==> config.mk <==
export PLATFORM = sky130hd
export DESIGN_NAME = stage_tracker
export DESIGN_NICKNAME = d
export VERILOG_FILES = /design/src/common/trace_pkg.sv /design/src/trace_store/stage_tracker.sv
export SDC_FILE = /design/constraint.sdc
export NUM_CORES = 1
export LEC_CHECK = 0
export ABC_CLOCK_PERIOD_IN_PS = 2600
export BUFFER_PORTS_ARGS = -buffer_cell sky130_fd_sc_hd__buf_2
export CORE_ASPECT_RATIO = 0.75
export CORE_MARGIN = 5
export CORE_UTILIZATION = 30
export DETAILED_ROUTE_END_ITERATION = 7
export SLEW_MARGIN = 5
export SYNTH_ARGS = -nofsm -noshare
export SYNTH_HDL_FRONTEND = slang
export SYNTH_SLANG_ARGS = --single-unit
==> constraint.sdc <==
create_clock -name clk -period 2.6 [get_ports clk]
set_clock_uncertainty 0.2 [all_clocks]
set_input_delay 0.13 -clock clk [delete_from_list [all_inputs] [get_ports clk]]
set_output_delay 0.13 -clock clk [all_outputs]
set_load 0.005 [all_outputs]
==> src/common/trace_pkg.sv <==
`default_nettype none

package trace_pkg;

    ////////////////////////////////////////
    // Pipeline event types
    ////////////////////////////////////////

    typedef logic [15:0] cycle_t;      // Cycle stamp, wraps around
    typedef logic [31:0] instr_t;      // Fetched instruction word
    typedef logic [3:0]  stall_cnt_t;  // Stall cycles, saturating

    parameter stall_cnt_t STALL_MAX = 4'd15;   // Saturation point of stall counts

    parameter int TRACE_DEPTH_DEFAULT = 32;    // In-flight entries

    ////////////////////////////////////////
    // Stamp slots in pipeline order
    ////////////////////////////////////////

    parameter int NUM_STAMPS  = 9;
    parameter int STG_FETCH   = 0;   // Also the slot of the tail pointer
    parameter int STG_IF_ID   = 1;
    parameter int STG_DECODE  = 2;
    parameter int STG_ID_EX   = 3;
    parameter int STG_EXECUTE = 4;
    parameter int STG_EX_MEM  = 5;
    parameter int STG_MEM     = 6;
    parameter int STG_MEM_WB  = 7;
    parameter int STG_WB      = 8;

endpackage

`default_nettype wire

==> src/trace_store/stage_tracker.sv <==
`default_nettype none

module stage_tracker #(
    parameter  int DEPTH = trace_pkg::TRACE_DEPTH_DEFAULT,
    localparam int AW    = $clog2(DEPTH),
    localparam int PW    = AW + 1
) (
    input  wire           clk,
    input  wire           rst,
    input  wire           fetch,
    input  wire           if_id,
    input  wire           decode,
    input  wire           id_ex,
    input  wire           execute,
    input  wire           ex_mem,
    input  wire           mem,
    input  wire           mem_wb,
    input  wire           wb,
    input  wire           flush,
    input  wire           pop,
    output logic          we_fetch,
    output logic [AW-1:0] addr_fetch,
    output logic          we_if_id,
    output logic [AW-1:0] addr_if_id,
    output logic          we_decode,
    output logic [AW-1:0] addr_decode,
    output logic          we_id_ex,
    output logic [AW-1:0] addr_id_ex,
    output logic          we_execute,
    output logic [AW-1:0] addr_execute,
    output logic          we_ex_mem,
    output logic [AW-1:0] addr_ex_mem,
    output logic          we_mem,
    output logic [AW-1:0] addr_mem,
    output logic          we_mem_wb,
    output logic [AW-1:0] addr_mem_wb,
    output logic          we_wb,
    output logic [AW-1:0] addr_wb,
    output logic          flush_we,
    output logic [AW-1:0] flush_addr,
    output logic [AW-1:0] stall_addr,
    output logic [PW-1:0] wb_ptr,
    output logic [PW-1:0] head_ptr,
    output logic          overflow
);
    import trace_pkg::*;

    logic [PW-1:0]         ptr [NUM_STAMPS];  // Tail, then one per stage
    logic [PW-1:0]         head;
    logic [PW-1:0]         ex_next;           // Execute pointer after this edge
    logic [NUM_STAMPS-1:0] stb;
    logic [NUM_STAMPS-1:0] hit;               // Strobe with an eligible entry
    logic                  full;

    assign stb  = {wb, mem_wb, mem, ex_mem, execute, id_ex, decode, if_id, fetch};
    assign full = (ptr[STG_FETCH] - head) == PW'(DEPTH);

    ////////////////////////////////////////
    // Eligibility
    ////////////////////////////////////////

    // A stage may only take an entry the previous stage has already seen
    always_comb begin
        hit[STG_FETCH] = stb[STG_FETCH] && !flush && !full;
        for (int s = 1; s < NUM_STAMPS; s++) begin
            hit[s] = stb[s] && (ptr[s] != ptr[s-1]) && !(flush && s <= STG_ID_EX);
        end
    end

    assign ex_next = ptr[STG_EXECUTE] + PW'(hit[STG_EXECUTE]);

    ////////////////////////////////////////
    // Pointers
    ////////////////////////////////////////

    always_ff @(posedge clk or posedge rst) begin
        if (rst) begin
            for (int s = 0; s < NUM_STAMPS; s++) begin
                ptr[s] <= '0;
            end
            head     <= '0;
            overflow <= 1'b0;
        end else begin
            for (int s = 0; s < NUM_STAMPS; s++) begin
                if (flush && s <= STG_ID_EX) begin
                    ptr[s] <= ex_next;  // Younger entries are dropped
                end else if (hit[s]) begin
                    ptr[s] <= ptr[s] + PW'(1);
                end
            end
            if (pop) begin
                head <= head + PW'(1);
            end
            if (fetch && !flush && full) begin
                overflow <= 1'b1;  // Sticky
            end
        end
    end

    assign we_fetch     = hit[STG_FETCH];
    assign addr_fetch   = ptr[STG_FETCH][AW-1:0];
    assign we_if_id     = hit[STG_IF_ID];
    assign addr_if_id   = ptr[STG_IF_ID][AW-1:0];
    assign we_decode    = hit[STG_DECODE];
    assign addr_decode  = ptr[STG_DECODE][AW-1:0];
    assign we_id_ex     = hit[STG_ID_EX];
    assign addr_id_ex   = ptr[STG_ID_EX][AW-1:0];
    assign we_execute   = hit[STG_EXECUTE];
    assign addr_execute = ptr[STG_EXECUTE][AW-1:0];
    assign we_ex_mem    = hit[STG_EX_MEM];
    assign addr_ex_mem  = ptr[STG_EX_MEM][AW-1:0];
    assign we_mem       = hit[STG_MEM];
    assign addr_mem     = ptr[STG_MEM][AW-1:0];
    assign we_mem_wb    = hit[STG_MEM_WB];
    assign addr_mem_wb  = ptr[STG_MEM_WB][AW-1:0];
    assign we_wb        = hit[STG_WB];
    assign addr_wb      = ptr[STG_WB][AW-1:0];

    // Youngest survivor of a flush gets the mark
    assign flush_we   = flush;
    assign flush_addr = ex_next[AW-1:0] - AW'(1);
    assign stall_addr = ptr[STG_DECODE][AW-1:0];
    assign wb_ptr     = ptr[STG_WB];
    assign head_ptr   = head;

endmodule

`default_nettype wire

=== After elaboration in Yosys (flattened, before gate mapping) ===
Index checks and enable logic that the tools add are counted.

* Register bits after elaboration: 61
* Memories: 0
* Input port bits: 13
* Word-level logic and storage cells: 61
* Output and inout bits: 78
* Bits in latches: 0
* Bits in read-only memories: 0
* RAM bits: 0

* Divide/modulo/power cells: 0
* Bitwise gates (word level): 0
* Reduce and logical (&&, ||, !) cells: 20
* Magnitude comparators: 0
* $mul: 0
* Multiplexer cells: 8
* Eq/ne operators: 9
* Shift operators: 0
* $add $sub $neg: 13

{| class="wikitable"
|+ Operators by type and width
! operator !! count
|-
| 6-bit by 1-bit adder with 6-bit output, second input constant || 10
|-
| 6-bit 2-to-1 mux || 8
|-
| 6-bit inequality test || 8
|-
| 1-bit logical AND || 14
|-
| 2-bit nonzero test || 4
|-
| 6-bit by 1-bit adder with 6-bit output || 1
|-
| 6-bit == test, second input constant || 1
|-
| 6-bit subtractor || 1
|-
| 5-bit by 1-bit subtractor with 5-bit output, second input constant || 1
|-
| 1-bit logical NOT || 2
|}

=== Longest topological paths before layout ===
Gate-level depths: netlist of run 1.

* Depth after elaboration: 6
* Gate-level depth with buffers: 13
* Mapped depth without buffers: 11

=== Worst setup path after synthesis of run 1 ===
Ideal clock, no wire load.

* Path kind: register to output
* From: register ptr, in the netlist addr_execute[1]
* To: output flush_addr[4]
* Arrival: 2610 ps
* Setup slack: -340 ps
* Cell stages (with the launch flop): 14
* Path buffers: 2
* Required time: 2270 ps
* Path through: dfrtp_1 clkbuf_1 xnor2_1 nand4_1 o31a_1 clkbuf_1 ha_1 ha_1 inv_1 ha_1 nor2_1 a31oi_1 a31oi_1 xnor2_1

* Word-level cells in the longest chain between the ends: 4

{| class="wikitable"
|+ Ends and longest elaborated chain
! item !! RTL line !! source
|-
| from (decl) || stage_tracker.sv:48 || <nowiki>logic [PW-1:0] ptr [NUM_STAMPS];</nowiki>
|-
| from (signal, indexed assignment) || stage_tracker.sv:86 || <nowiki>ptr[s] <= ex_next;</nowiki>
|-
| from (signal, indexed assignment) || stage_tracker.sv:88 || <nowiki>ptr[s] <= ptr[s] + PW'(1);</nowiki>
|-
| 6-bit inequality test || stage_tracker.sv:66 || <nowiki>hit[s] = stb[s] && (ptr[s] != ptr[s-1]) && !(flush && s <= STG_ID_EX);</nowiki>
|-
| 1-bit logical AND || stage_tracker.sv:66 ||
|-
| via we_execute || stage_tracker.sv:29 || <nowiki>output logic we_execute,</nowiki>
|-
| 6-bit by 1-bit adder with 6-bit output || stage_tracker.sv:70 || <nowiki>assign ex_next = ptr[STG_EXECUTE] + PW'(hit[STG_EXECUTE]);</nowiki>
|-
| 5-bit by 1-bit subtractor with 5-bit output || stage_tracker.sv:121 || <nowiki>assign flush_addr = ex_next[AW-1:0] - AW'(1);</nowiki>
|-
| to (decl) || stage_tracker.sv:40 || <nowiki>output logic [AW-1:0] flush_addr,</nowiki>
|}

The timed path passes the listed nets, and every way through them passes these cells.

=== Final worst setup path of run 1 ===
* From: register ptr, in the netlist addr_execute[2]
* To: output flush_addr[4]

* Word-level cells in the longest chain between the ends: 4

{| class="wikitable"
|+ Ends and longest elaborated chain
! item !! RTL line
|-
| 6-bit inequality test || stage_tracker.sv:66
|-
| 1-bit logical AND || stage_tracker.sv:66
|-
| 6-bit by 1-bit adder with 6-bit output * || stage_tracker.sv:70
|-
| 5-bit by 1-bit subtractor with 5-bit output * || stage_tracker.sv:121
|}

Every way passes the cells marked *; elsewhere a longest branch is shown, timed or not.

==> impl_metrics.json, run 1 <==
{
  "outcome": "finished, violations left",
  "violations": "negative setup slack",
  "cts_max_level": 3,
  "synth_area_per_cell_sq_um": 9.72,
  "cts_buffers": 9,
  "pin_count": 91,
  "yosysSeqAreaShare": 0.350,
  "cp.required_ns": 2.27,
  "crit_start": "addr_execute[2]",
  "numPortBuffers": 90,
  "grt_pass1_wl_mm": 18.7,
  "seqPwrFrac": 0.274,
  "synthTopCellsByArea": "dfrtp_1 35%, xnor2_1 12%, buf_4 9.8%",
  "netlist_area_sq_mm": 0.00436,
  "wl_mm": 11.5,
  "r2r-end": "addr_fetch[2]",
  "syn_inst": 449,
  "cp-start-kind": "flop",
  "cp-end-kind": "output pin",
  "cp_max_fo": 4,
  "min_from": "if_id",
  "synth_largest_area_cell": "dfrtp_1",
  "rrSetupSlack_ns": 0.07,
  "overflow": 0,
  "worst_r2r_path_depth": 6,
  "grt_max_degree": 33,
  "power_density_mw_per_mm2": 1440,
  "finalSetupViolCount": 3,
  "fill_cells": 1479,
  "die_w_um": 149,
  "r2r-start": "addr_fetch[4]",
  "drtPass1Iterations": 5,
  "drtIter0Drc": 98,
  "initial_core_util": 0.304,
  "grtUsageTotal": 0.137,
  "synth_top_area_share": 0.350,
  "tightest_slew_ns": 0.703,
  "grt_antenna_before_repair": 0,
  "core_area_sq_mm": 0.0144,
  "rsz0062_at_grt": "yes",
  "hpwl_mm": 8.27,
  "setup_ws_ns": -0.343,
  "ys_ff_latch": 61,
  "period_needed_ns": 2.94,
  "leakagePower_nw": 2.37,
  "synth_cell_types": 49,
  "syn-num-nets": 480,
  "cts-root-buf": "clkbuf_16",
  "cts.sinks": 61,
  "slew_headroom": 0.530,
  "routed-via-count": 3477,
  "setup.worst_path.class": "reg2out",
  "report.final.slew_viol_count": 0,
  "clockBufferDepth": 2,
  "synthArstFlopShare": 1.00,
  "wl_per_cell_um": 16.0,
  "viasPerCell": 4.86,
  "maxCapViolations": 0,
  "clk_pin_slew_ns": 0.06,
  "diodes": 0,
  "synth-edff-count": 0,
  "final_cells": 716,
  "switching_power_mw": 3.26,
  "drc": 0,
  "power.internal_mw": 4.52,
  "rows": 38,
  "dp.cells": 688,
  "ys.flop_type": "dfrtp_1",
  "clk_latency_ns": 0.34,
  "dieArea_sq_mm": 0.0171,
  "power.total_mw": 7.77,
  "ys_warn_count": 0,
  "clkPwrFrac": 0.169,
  "comb_power_share": 0.557,
  "hp-class": "in2reg",
  "cts_tree": "built",
  "grt_pass1_vias": 3540,
  "endpoint": "flush_addr[4]",
  "cp.arrival_ns": 2.61,
  "fin_nets": 542,
  "switching_share": 0.419,
  "syn_to_final_growth_pct": 23.4,
  "fp.dieH_um": 114,
  "ant_nets": 0,
  "place_congestion": 0.832,
  "peakVddDrop_uv": 431,
  "drive_above_1_share": 0.353,
  "fmax_ghz": 0.340,
  "final_hold_viol_count": 0,
  "min_period_over_period": 1.13
}
worst min path at each step:
stage / slack, ns / depth (start not counted) / endpoint
global route: 0.03 / 4 / addr_if_id[3]
CTS: 0.02 / 4 / addr_if_id[3]
floorplan: 0.02 / 1 / head_ptr[0]
detailed placement: 0.09 / 2 / wb_ptr[2]
global placement: 0.08 / 2 / wb_ptr[2]
finish: 0.03 / 4 / addr_if_id[3]
sequential cells by signal, indices dropped and copies added (netlist names):
name          flops
ptr               8
addr_mem          5
head_ptr          6
addr_ex_mem       5
overflow          1
addr_id_ex        5
addr_if_id        5
addr_mem_wb       5
addr_execute      5
wb_ptr            6
addr_fetch        5
addr_decode       5
cell usage after synthesis (2+ instances only):
cell type	n
o31ai_2	3
nor4bb_1	2
o311a_1	9
mux2_2	6
xnor2_1	61
a2111oi_0	3
and2_1	3
nor2_1	20
a21oi_1	5
mux2i_1	7
buf_2	6
o31ai_1	3
inv_1	12
a22oi_1	2
o21ai_0	8
and3_1	14
o31a_1	7
a31oi_1	6
nor2b_1	2
nand4_1	28
nand2_1	21
dfrtp_1	61
clkbuf_1	19
nand3_1	6
xor2_1	29
a21boi_0	3
ha_1	18
buf_4	57
a211oi_1	6
o2bb2a_1	2
o2111ai_1	2
repair_timing:
item | in CTS | in global routing
resized for setup | 13 | 12
hold buffers | 3 | 0
setup endpoints to repair | 5 | 15
setup buffers | 6 | 3
pin swaps | 9 | 7
hold endpoints to repair | 35 | 0
cloned | 0 | 0
placed cells by master (no fill, tap or decap), drive strengths merged, types with 4 or more instances in the layout:
cell type,instances
xor2,29
dfrtp,61
o31ai,6
o311a,9
nand2,21
a211oi,6
buf,132
clkinvlp,4
nand3,6
o31a,7
and3,14
a31oi,6
inv,13
clkbuf,9
mux2i,7
o21ai,8
a21oi,5
mux2,6
ha,18
xnor2,61
nor2,20
nand4,28
layout make-up:
type / instances / area (sq um) / area share
multi-input cells: 291 / 2410 / 0.447
flip-flops and latches: 61 / 1530 / 0.284
repair buffers: 135 / 825 / 0.153
well taps: 200 / 250 / 0.0465
clock buffers: 9 / 225 / 0.0418
clock inverters: 7 / 98.8 / 0.0184
inverters: 13 / 51.3 / 0.00953
per-stage QoR:
stage | cell area [sq um] | setup TNS [ns] | hold slack [ns] | setup WS, ns | util
finish | 5380 | -0.826 | 0.0333 | -0.343 | 0.375
floorplan | 4450 | -0.0480 | 0.0171 | -0.0480 | -
detailed placement | 4830 | -0.0313 | 0.0876 | -0.0313 | 0.337
global route | 5380 | -1.22 | 0.0319 | -0.470 | 0.375
CTS | 5300 | -0.711 | 0.0178 | -0.346 | 0.369
global placement | 4830 | 0 | 0.0754 | 0.0175 | 0.337
routing by layer:
layer	share of wire	up-vias	global-route usage	wire length, um
li1	-	1647	-	-
met1	0.47	1715	0.187	5440
met5	0	-	0	0
met4	0.013	0	0.0390	150
met3	0.062	14	0.0372	707
met2	0.45	101	0.214	5180
cell families (layout without fill, tap and decap cells):
kind of cell | after synthesis | in the layout | synth area share
buffers and inverters | 97 | 164 | 0.137
flip-flops | 61 | 61 | 0.350
multiplexers | 13 | 13 | 0.0315
XOR/XNOR | 90 | 90 | 0.181
adder cells (fa/ha/maj) | 18 | 18 | 0.0516
AO/OA/AOI/OAI | 67 | 67 | 0.123
AND/OR/NAND/NOR | 103 | 103 | 0.126
power by group through the flow:
stage	Clock, mW	Sequential (mW)	Combinational [mW]
final	1.31	2.13	4.33
after global routing	1.38	2.24	4.82
after CTS	1.34	2.14	4.19
after detailed placement	0	2.15	3.96
after global placement	0	2.12	3.86
after floorplan	0	1.97	3.15
critical path, stage by stage (launching register included):
cell and delay, ns:
dfrtp_1 0.39, xnor2_1 0.18, nand4_1 0.12, o31a_1 0.31, ha_4 0.19, ha_4 0.27, inv_4 0.04, ha_4 0.15
nor2_1 0.10, a31oi_1 0.05, a31oi_1 0.22, xnor2_1 0.14, buf_2 0.13
No activity file was read; power rests on OpenSTA's default activity.
==> inputs of run 2 (changes only) <==
- CELL_PAD_IN_SITES_DETAIL_PLACEMENT: default -> 1
- CELL_PAD_IN_SITES_GLOBAL_PLACEMENT: default -> 1
- PLACE_DENSITY_LB_ADDON: default -> 0.1
- REMOVE_ABC_BUFFERS: default -> 1
==> run 2 against run 1 <==
Net effect:
- cell count rose by 1.3%
- critical path type unchanged
- largest power group unchanged
- the flow still finishes with violations (negative setup slack)
- largest cell class unchanged
- sequential power barely moved
- critical endpoint unchanged
- die area did not move
==> impl_metrics.json, run 2 (same netlist as run 1, synthesis figures left out) <==
{
  "cts_buffers": 9,
  "cp-end-kind": "output pin",
  "setup.worst_path.class": "reg2out",
  "leakagePower_nw": 2.40,
  "syn_to_final_growth_pct": 24.6,
  "fin_nets": 551,
  "violations": "negative setup slack",
  "rows": 38,
  "slew_headroom": 0.604,
  "die_w_um": 149,
  "numPortBuffers": 90,
  "outcome": "finished, violations left",
  "routed-via-count": 3517,
  "drtIter0Drc": 129,
  "cts.sinks": 61,
  "rsz0062_at_grt": "yes",
  "cts-root-buf": "clkbuf_16",
  "cts_max_level": 3,
  "wl_mm": 12.4,
  "initial_core_util": 0.304,
  "fp.dieH_um": 114,
  "maxCapViolations": 0,
  "grt_antenna_before_repair": 0,
  "power_density_mw_per_mm2": 1420,
  "finalSetupViolCount": 8,
  "peakVddDrop_uv": 417,
  "drtPass1Iterations": 4,
  "clk_latency_ns": 0.33,
  "overflow": 0,
  "mostFrequentLayoutCells": "88 x buf_2, 61 x dfrtp_1, 59 x xnor2_1",
  "ant_nets": 0,
  "pin_count": 91,
  "comb_power_share": 0.565,
  "grtUsageTotal": 0.149,
  "final_hold_viol_count": 0,
  "power.internal_mw": 4.47,
  "clkPwrFrac": 0.157,
  "period_needed_ns": 2.91,
  "final_common_cell": "buf_2",
  "diodes": 0,
  "post-route-cell-area_sq_mm": 0.00544,
  "top_register": "ptr",
  "switching_power_mw": 3.26,
  "grt_pass1_wl_mm": 20.4,
  "hp-class": "in2reg",
  "post_dp_cell_area_sq_mm": 0.00483,
  "grt_pass1_vias": 3729,
  "seqPwrFrac": 0.278,
  "drc": 0,
  "wl_per_cell_um": 17.1,
  "cp_max_fo": 4,
  "fmax_ghz": 0.344,
  "grt_max_degree": 35,
  "switching_share": 0.422,
  "dieArea_sq_mm": 0.0171,
  "clockBufferDepth": 2,
  "place_congestion": 0.725,
  "utilization": 0.379,
  "drive_above_1_share": 0.370,
  "cp-start-kind": "flop",
  "hpwl_mm": 8.98,
  "report.final.slew_viol_count": 0,
  "core_area_sq_mm": 0.0144,
  "largest_register_ffs": 8,
  "min_period_over_period": 1.12,
  "tightest_slew_ns": 0.593,
  "viasPerCell": 4.85,
  "cp.required_ns": 2.27,
  "clk_pin_slew_ns": 0.06,
  "setup_ws_ns": -0.310,
  "cts_tree": "built",
  "cp.arrival_ns": 2.58
}
run 2: changes by cell type in the layout (fill, tap and decap cells not counted), moves of 2 or more:
cell,change
ha_4,-2
buf_6,+3
clkinvlp_4,-2
a2111oi_2,-2
inv_1,-2
xnor2_1,+2
inv_2,+2
buf_4,+7
run 2: final cells by class:
type                    instances  area (sq um)
fillers                      1662          8920
clock inverters                 5          58.8
flip-flops and latches         61          1530
multi-input cells             291          2410
repair buffers                144           891
inverters                      13          51.3
well taps                     200           250
clock buffers                  11           243
run 2: layer usage:
| layer | track usage | vias to the layer above | share of wire |
|---|---|---|---|
| met1 | 0.206 | 1760 | 0.49 |
| li1 | - | 1677 | - |
| met2 | 0.242 | 70 | 0.47 |
| met3 | 0.0364 | 10 | 0.040 |
| met5 | 0 | - | 0 |
| met4 | 0.0250 | 0 | 0.0060 |
run 2: repair_timing:
item / 4_1_cts / 5_1_grt
hold endpoints to repair: 67 / 0
gates resized for setup: 14 / 28
buffers inserted: 6 / 5
pin swaps: 15 / 17
setup endpoints to repair: 7 / 18
hold buffers: 3 / 0
gates cloned: 0 / 0
run 2: path summary, 6_finish.rpt:
kind,cells after the start,slack [ns],endpoint,from
worst max-delay path,12,-0.31,flush_addr[4],addr_execute[2]
min in group asynchronous,4,0.22,addr_mem[1],rst
max in group asynchronous,4,1.59,addr_if_id[3],rst
worst min register to register,2,0.27,overflow,overflow
worst min-delay path,4,0.06,addr_decode[3],decode
worst max register to register,10,-0.04,ptr[35],addr_execute[2]
run 2: through the flow:
| step | worst slack, ns | hold slack, ns | setup TNS, ns | power (mW) | cells |
|---|---|---|---|---|---|
| 2_1_floorplan | -0.206 | 0.0171 | -0.379 | 4.30 | 365 |
| 3_3_place_gp | -0.0606 | 0.0311 | -0.0690 | 6.08 | 697 |
| 3_5_place_dp | -0.0786 | 0.0327 | -0.0786 | 6.17 | 697 |
| 4_1_cts | -0.370 | 0.0617 | -1.13 | 7.64 | 722 |
| 5_1_grt | -0.461 | 0.0653 | -2.04 | 8.45 | 725 |
| 6_report | -0.310 | 0.0626 | -0.791 | 7.73 | 725 |
run 2: power by group through the flow:
stage          sequential (mW)  clock (mW)  combinational [mW]
2_1_floorplan             2.24           0                2.06
3_3_place_gp              2.16           0                3.92
3_5_place_dp              2.18           0                3.99
4_1_cts                   2.17        1.26                4.21
5_1_grt                   2.26        1.31                4.88
6_report                  2.15        1.21                4.37
run 2: worst max-delay path, cell delays in order (launching register included):
cell and delay, ns:
dfrtp_1 0.39, xnor2_1 0.18, nand4_1 0.13, o31a_1 0.28, ha_2 0.22, ha_4 0.28, inv_4 0.04, ha_4 0.17
nor2_4 0.07, a31oi_2 0.04, a31oi_1 0.20, xnor2_1 0.13, buf_2 0.13
==> inputs of run 3 (changes only) <==
- ABC_CLOCK_PERIOD_IN_PS: 2600 -> 3100
- SLEW_MARGIN: 5 -> default
- clock period: 2.6 -> 3.1 ns (I/O delays scaled with it)
==> run 3 against run 2 <==
Net effect:
- the flow now finishes without violations
- worst hold slack gained 0.0025 ns
- power is 19% lower
- sequential cell count is the same
- critical path depth decreased by 1
- register-to-register slack better by 0.28 ns
- combinational power down 25%
- routed wire length grew 2.0%
- utilization fell by 2.0 points
- first-iteration DRC count increased by 20%
- sequential power down 13%
- cell area decreased by 5.2%
- clock power decreased by 9%
- critical endpoint unchanged
==> impl_metrics.json, run 3 (same netlist as run 1, synthesis figures left out) <==
{
  "cts_buffers": 9,
  "cts_max_level": 3,
  "fp.dieH_um": 114,
  "leakagePower_nw": 2.29,
  "wl_per_cell_um": 18.0,
  "outcome": "completed",
  "cp-end-kind": "output pin",
  "power_density_mw_per_mm2": 1220,
  "peakVddDrop_uv": 365,
  "cp-start-kind": "flop",
  "viasPerCell": 4.89,
  "holdPathStages": 4,
  "clk_latency_ns": 0.34,
  "wl_met2_mm": 5.63,
  "grt_pass1_wl_mm": 20.4,
  "worst_r2r_path_depth": 5,
  "routed-via-count": 3434,
  "clockBufferDepth": 2,
  "final_hold_viol_count": 0,
  "r2r-start": "addr_fetch[4]",
  "holdPathEnd": "addr_if_id[2]",
  "hold_ws_ns": 0.0651,
  "setup_ws_ns": 0.0613,
  "drc": 0,
  "drive_above_1_share": 0.315,
  "mostFrequentLayoutCells": "90 x buf_2, 60 x dfrtp_1, 59 x xnor2_1",
  "final_common_cell": "buf_2",
  "maxCapViolations": 0,
  "drtIter0Drc": 155,
  "dr_wl_met3_um": 557,
  "highest_layer": "met4",
  "rows": 38,
  "hp-class": "in2reg",
  "overflow": 0,
  "grt_antenna_before_repair": 0,
  "r2r-end": "ptr[53]",
  "die_w_um": 149,
  "ant_nets": 0,
  "grt_pass1_vias": 3638,
  "cts_tree": "built",
  "dieArea_sq_mm": 0.0171,
  "grt_max_degree": 62,
  "wl_met1_mm": 6.35,
  "finalSetupViolCount": 0,
  "fmax_ghz": 0.329,
  "hpwl_mm": 8.96,
  "cp.arrival_ns": 2.68,
  "wl_mm": 12.7,
  "clk_pin_slew_ns": 0.05,
  "report.final.slew_viol_count": 0,
  "power.total_mw": 6.26,
  "place_ws_ns": 0.200,
  "period_needed_ns": 3.04,
  "initial_core_util": 0.304,
  "cp_max_fo": 4,
  "syn_to_final_growth_pct": 18.0,
  "rsz0062_at_grt": "yes",
  "largest_register_ffs": 8,
  "drtPass1Iterations": 4,
  "crit_start": "addr_id_ex[1]",
  "setup.worst_path.class": "reg2out",
  "top_register": "ptr",
  "fin_nets": 529,
  "min_period_over_period": 0.980,
  "grtUsageTotal": 0.155,
  "numPortBuffers": 90,
  "utilization": 0.359,
  "cts-root-buf": "clkbuf_16",
  "cts.sinks": 61,
  "pin_count": 91,
  "rrSetupSlack_ns": 0.24,
  "place_congestion": 0.708,
  "diodes": 0,
  "cp.required_ns": 2.74,
  "core_area_sq_mm": 0.0144,
  "slew_headroom": 0.421,
  "min_from": "if_id",
  "fill_cells": 1696,
  "tightest_slew_ns": 0.869
}
run 3: cell type report:
cell class	count	area [sq um]	area share
Tap cell	200	250	0.0486
Clock buffer	10	239	0.0464
Sequential cell	61	1530	0.297
Timing Repair Buffer	122	698	0.136
Clock inverter	5	75.1	0.0146
Multi-Input combinational cell	291	2300	0.448
Inverter	13	55.1	0.0107
run 3: stage by stage:
step | instances | TNS [ns] | instance area (sq um)
floorplan | 365 | 0 | 3810
global placement | 675 | 0 | 4660
detailed placement | 675 | 0 | 4660
CTS | 697 | 0 | 5090
global route | 702 | -0.0842 | 5150
finish | 702 | 0 | 5150
run 3: how the worst max path moves through the flow:
stage | end | cells after the start
after CTS | flush_addr[4] | 12
after global routing | flush_addr[4] | 11
after floorplan | flush_addr[4] | 11
after global placement | flush_addr[4] | 12
after detailed placement | flush_addr[4] | 12
final | flush_addr[4] | 11
run 3: worst max-delay path: stages (launching register included):
cell	delay (ns)
dfrtp_2	0.42
xnor2_2	0.18
nand4_1	0.15
o31a_1	0.29
ha_2	0.37
clkinvlp_4	0.15
ha_4	0.21
nor2_2	0.07
a31oi_1	0.04
a31oi_1	0.20
xnor2_1	0.13
buf_2	0.13
run 3: power breakdown:
group / internal, mW / switching (mW) / total [mW]
registers: 1.19 / 0.686 / 1.87
clock network: 0.717 / 0.381 / 1.10
logic: 1.68 / 1.61 / 3.29
total: 3.58 / 2.67 / 6.26
run 3: what timing repair did:
action,4_1_cts,5_1_grt
hold buffers,3,0
setup buffers,4,5
endpoints found under the hold margin,67,0
setup endpoints to repair,3,3
pin swaps,7,8
resized for setup,9,5
cloned,0,0
run 3: routing by layer:
metal / track usage / vias to the layer above
li1: - / 1622
met1: 0.212 / 1738
met2: 0.242 / 65
met3: 0.0443 / 9
met4: 0.0384 / 0
met5: 0 / -
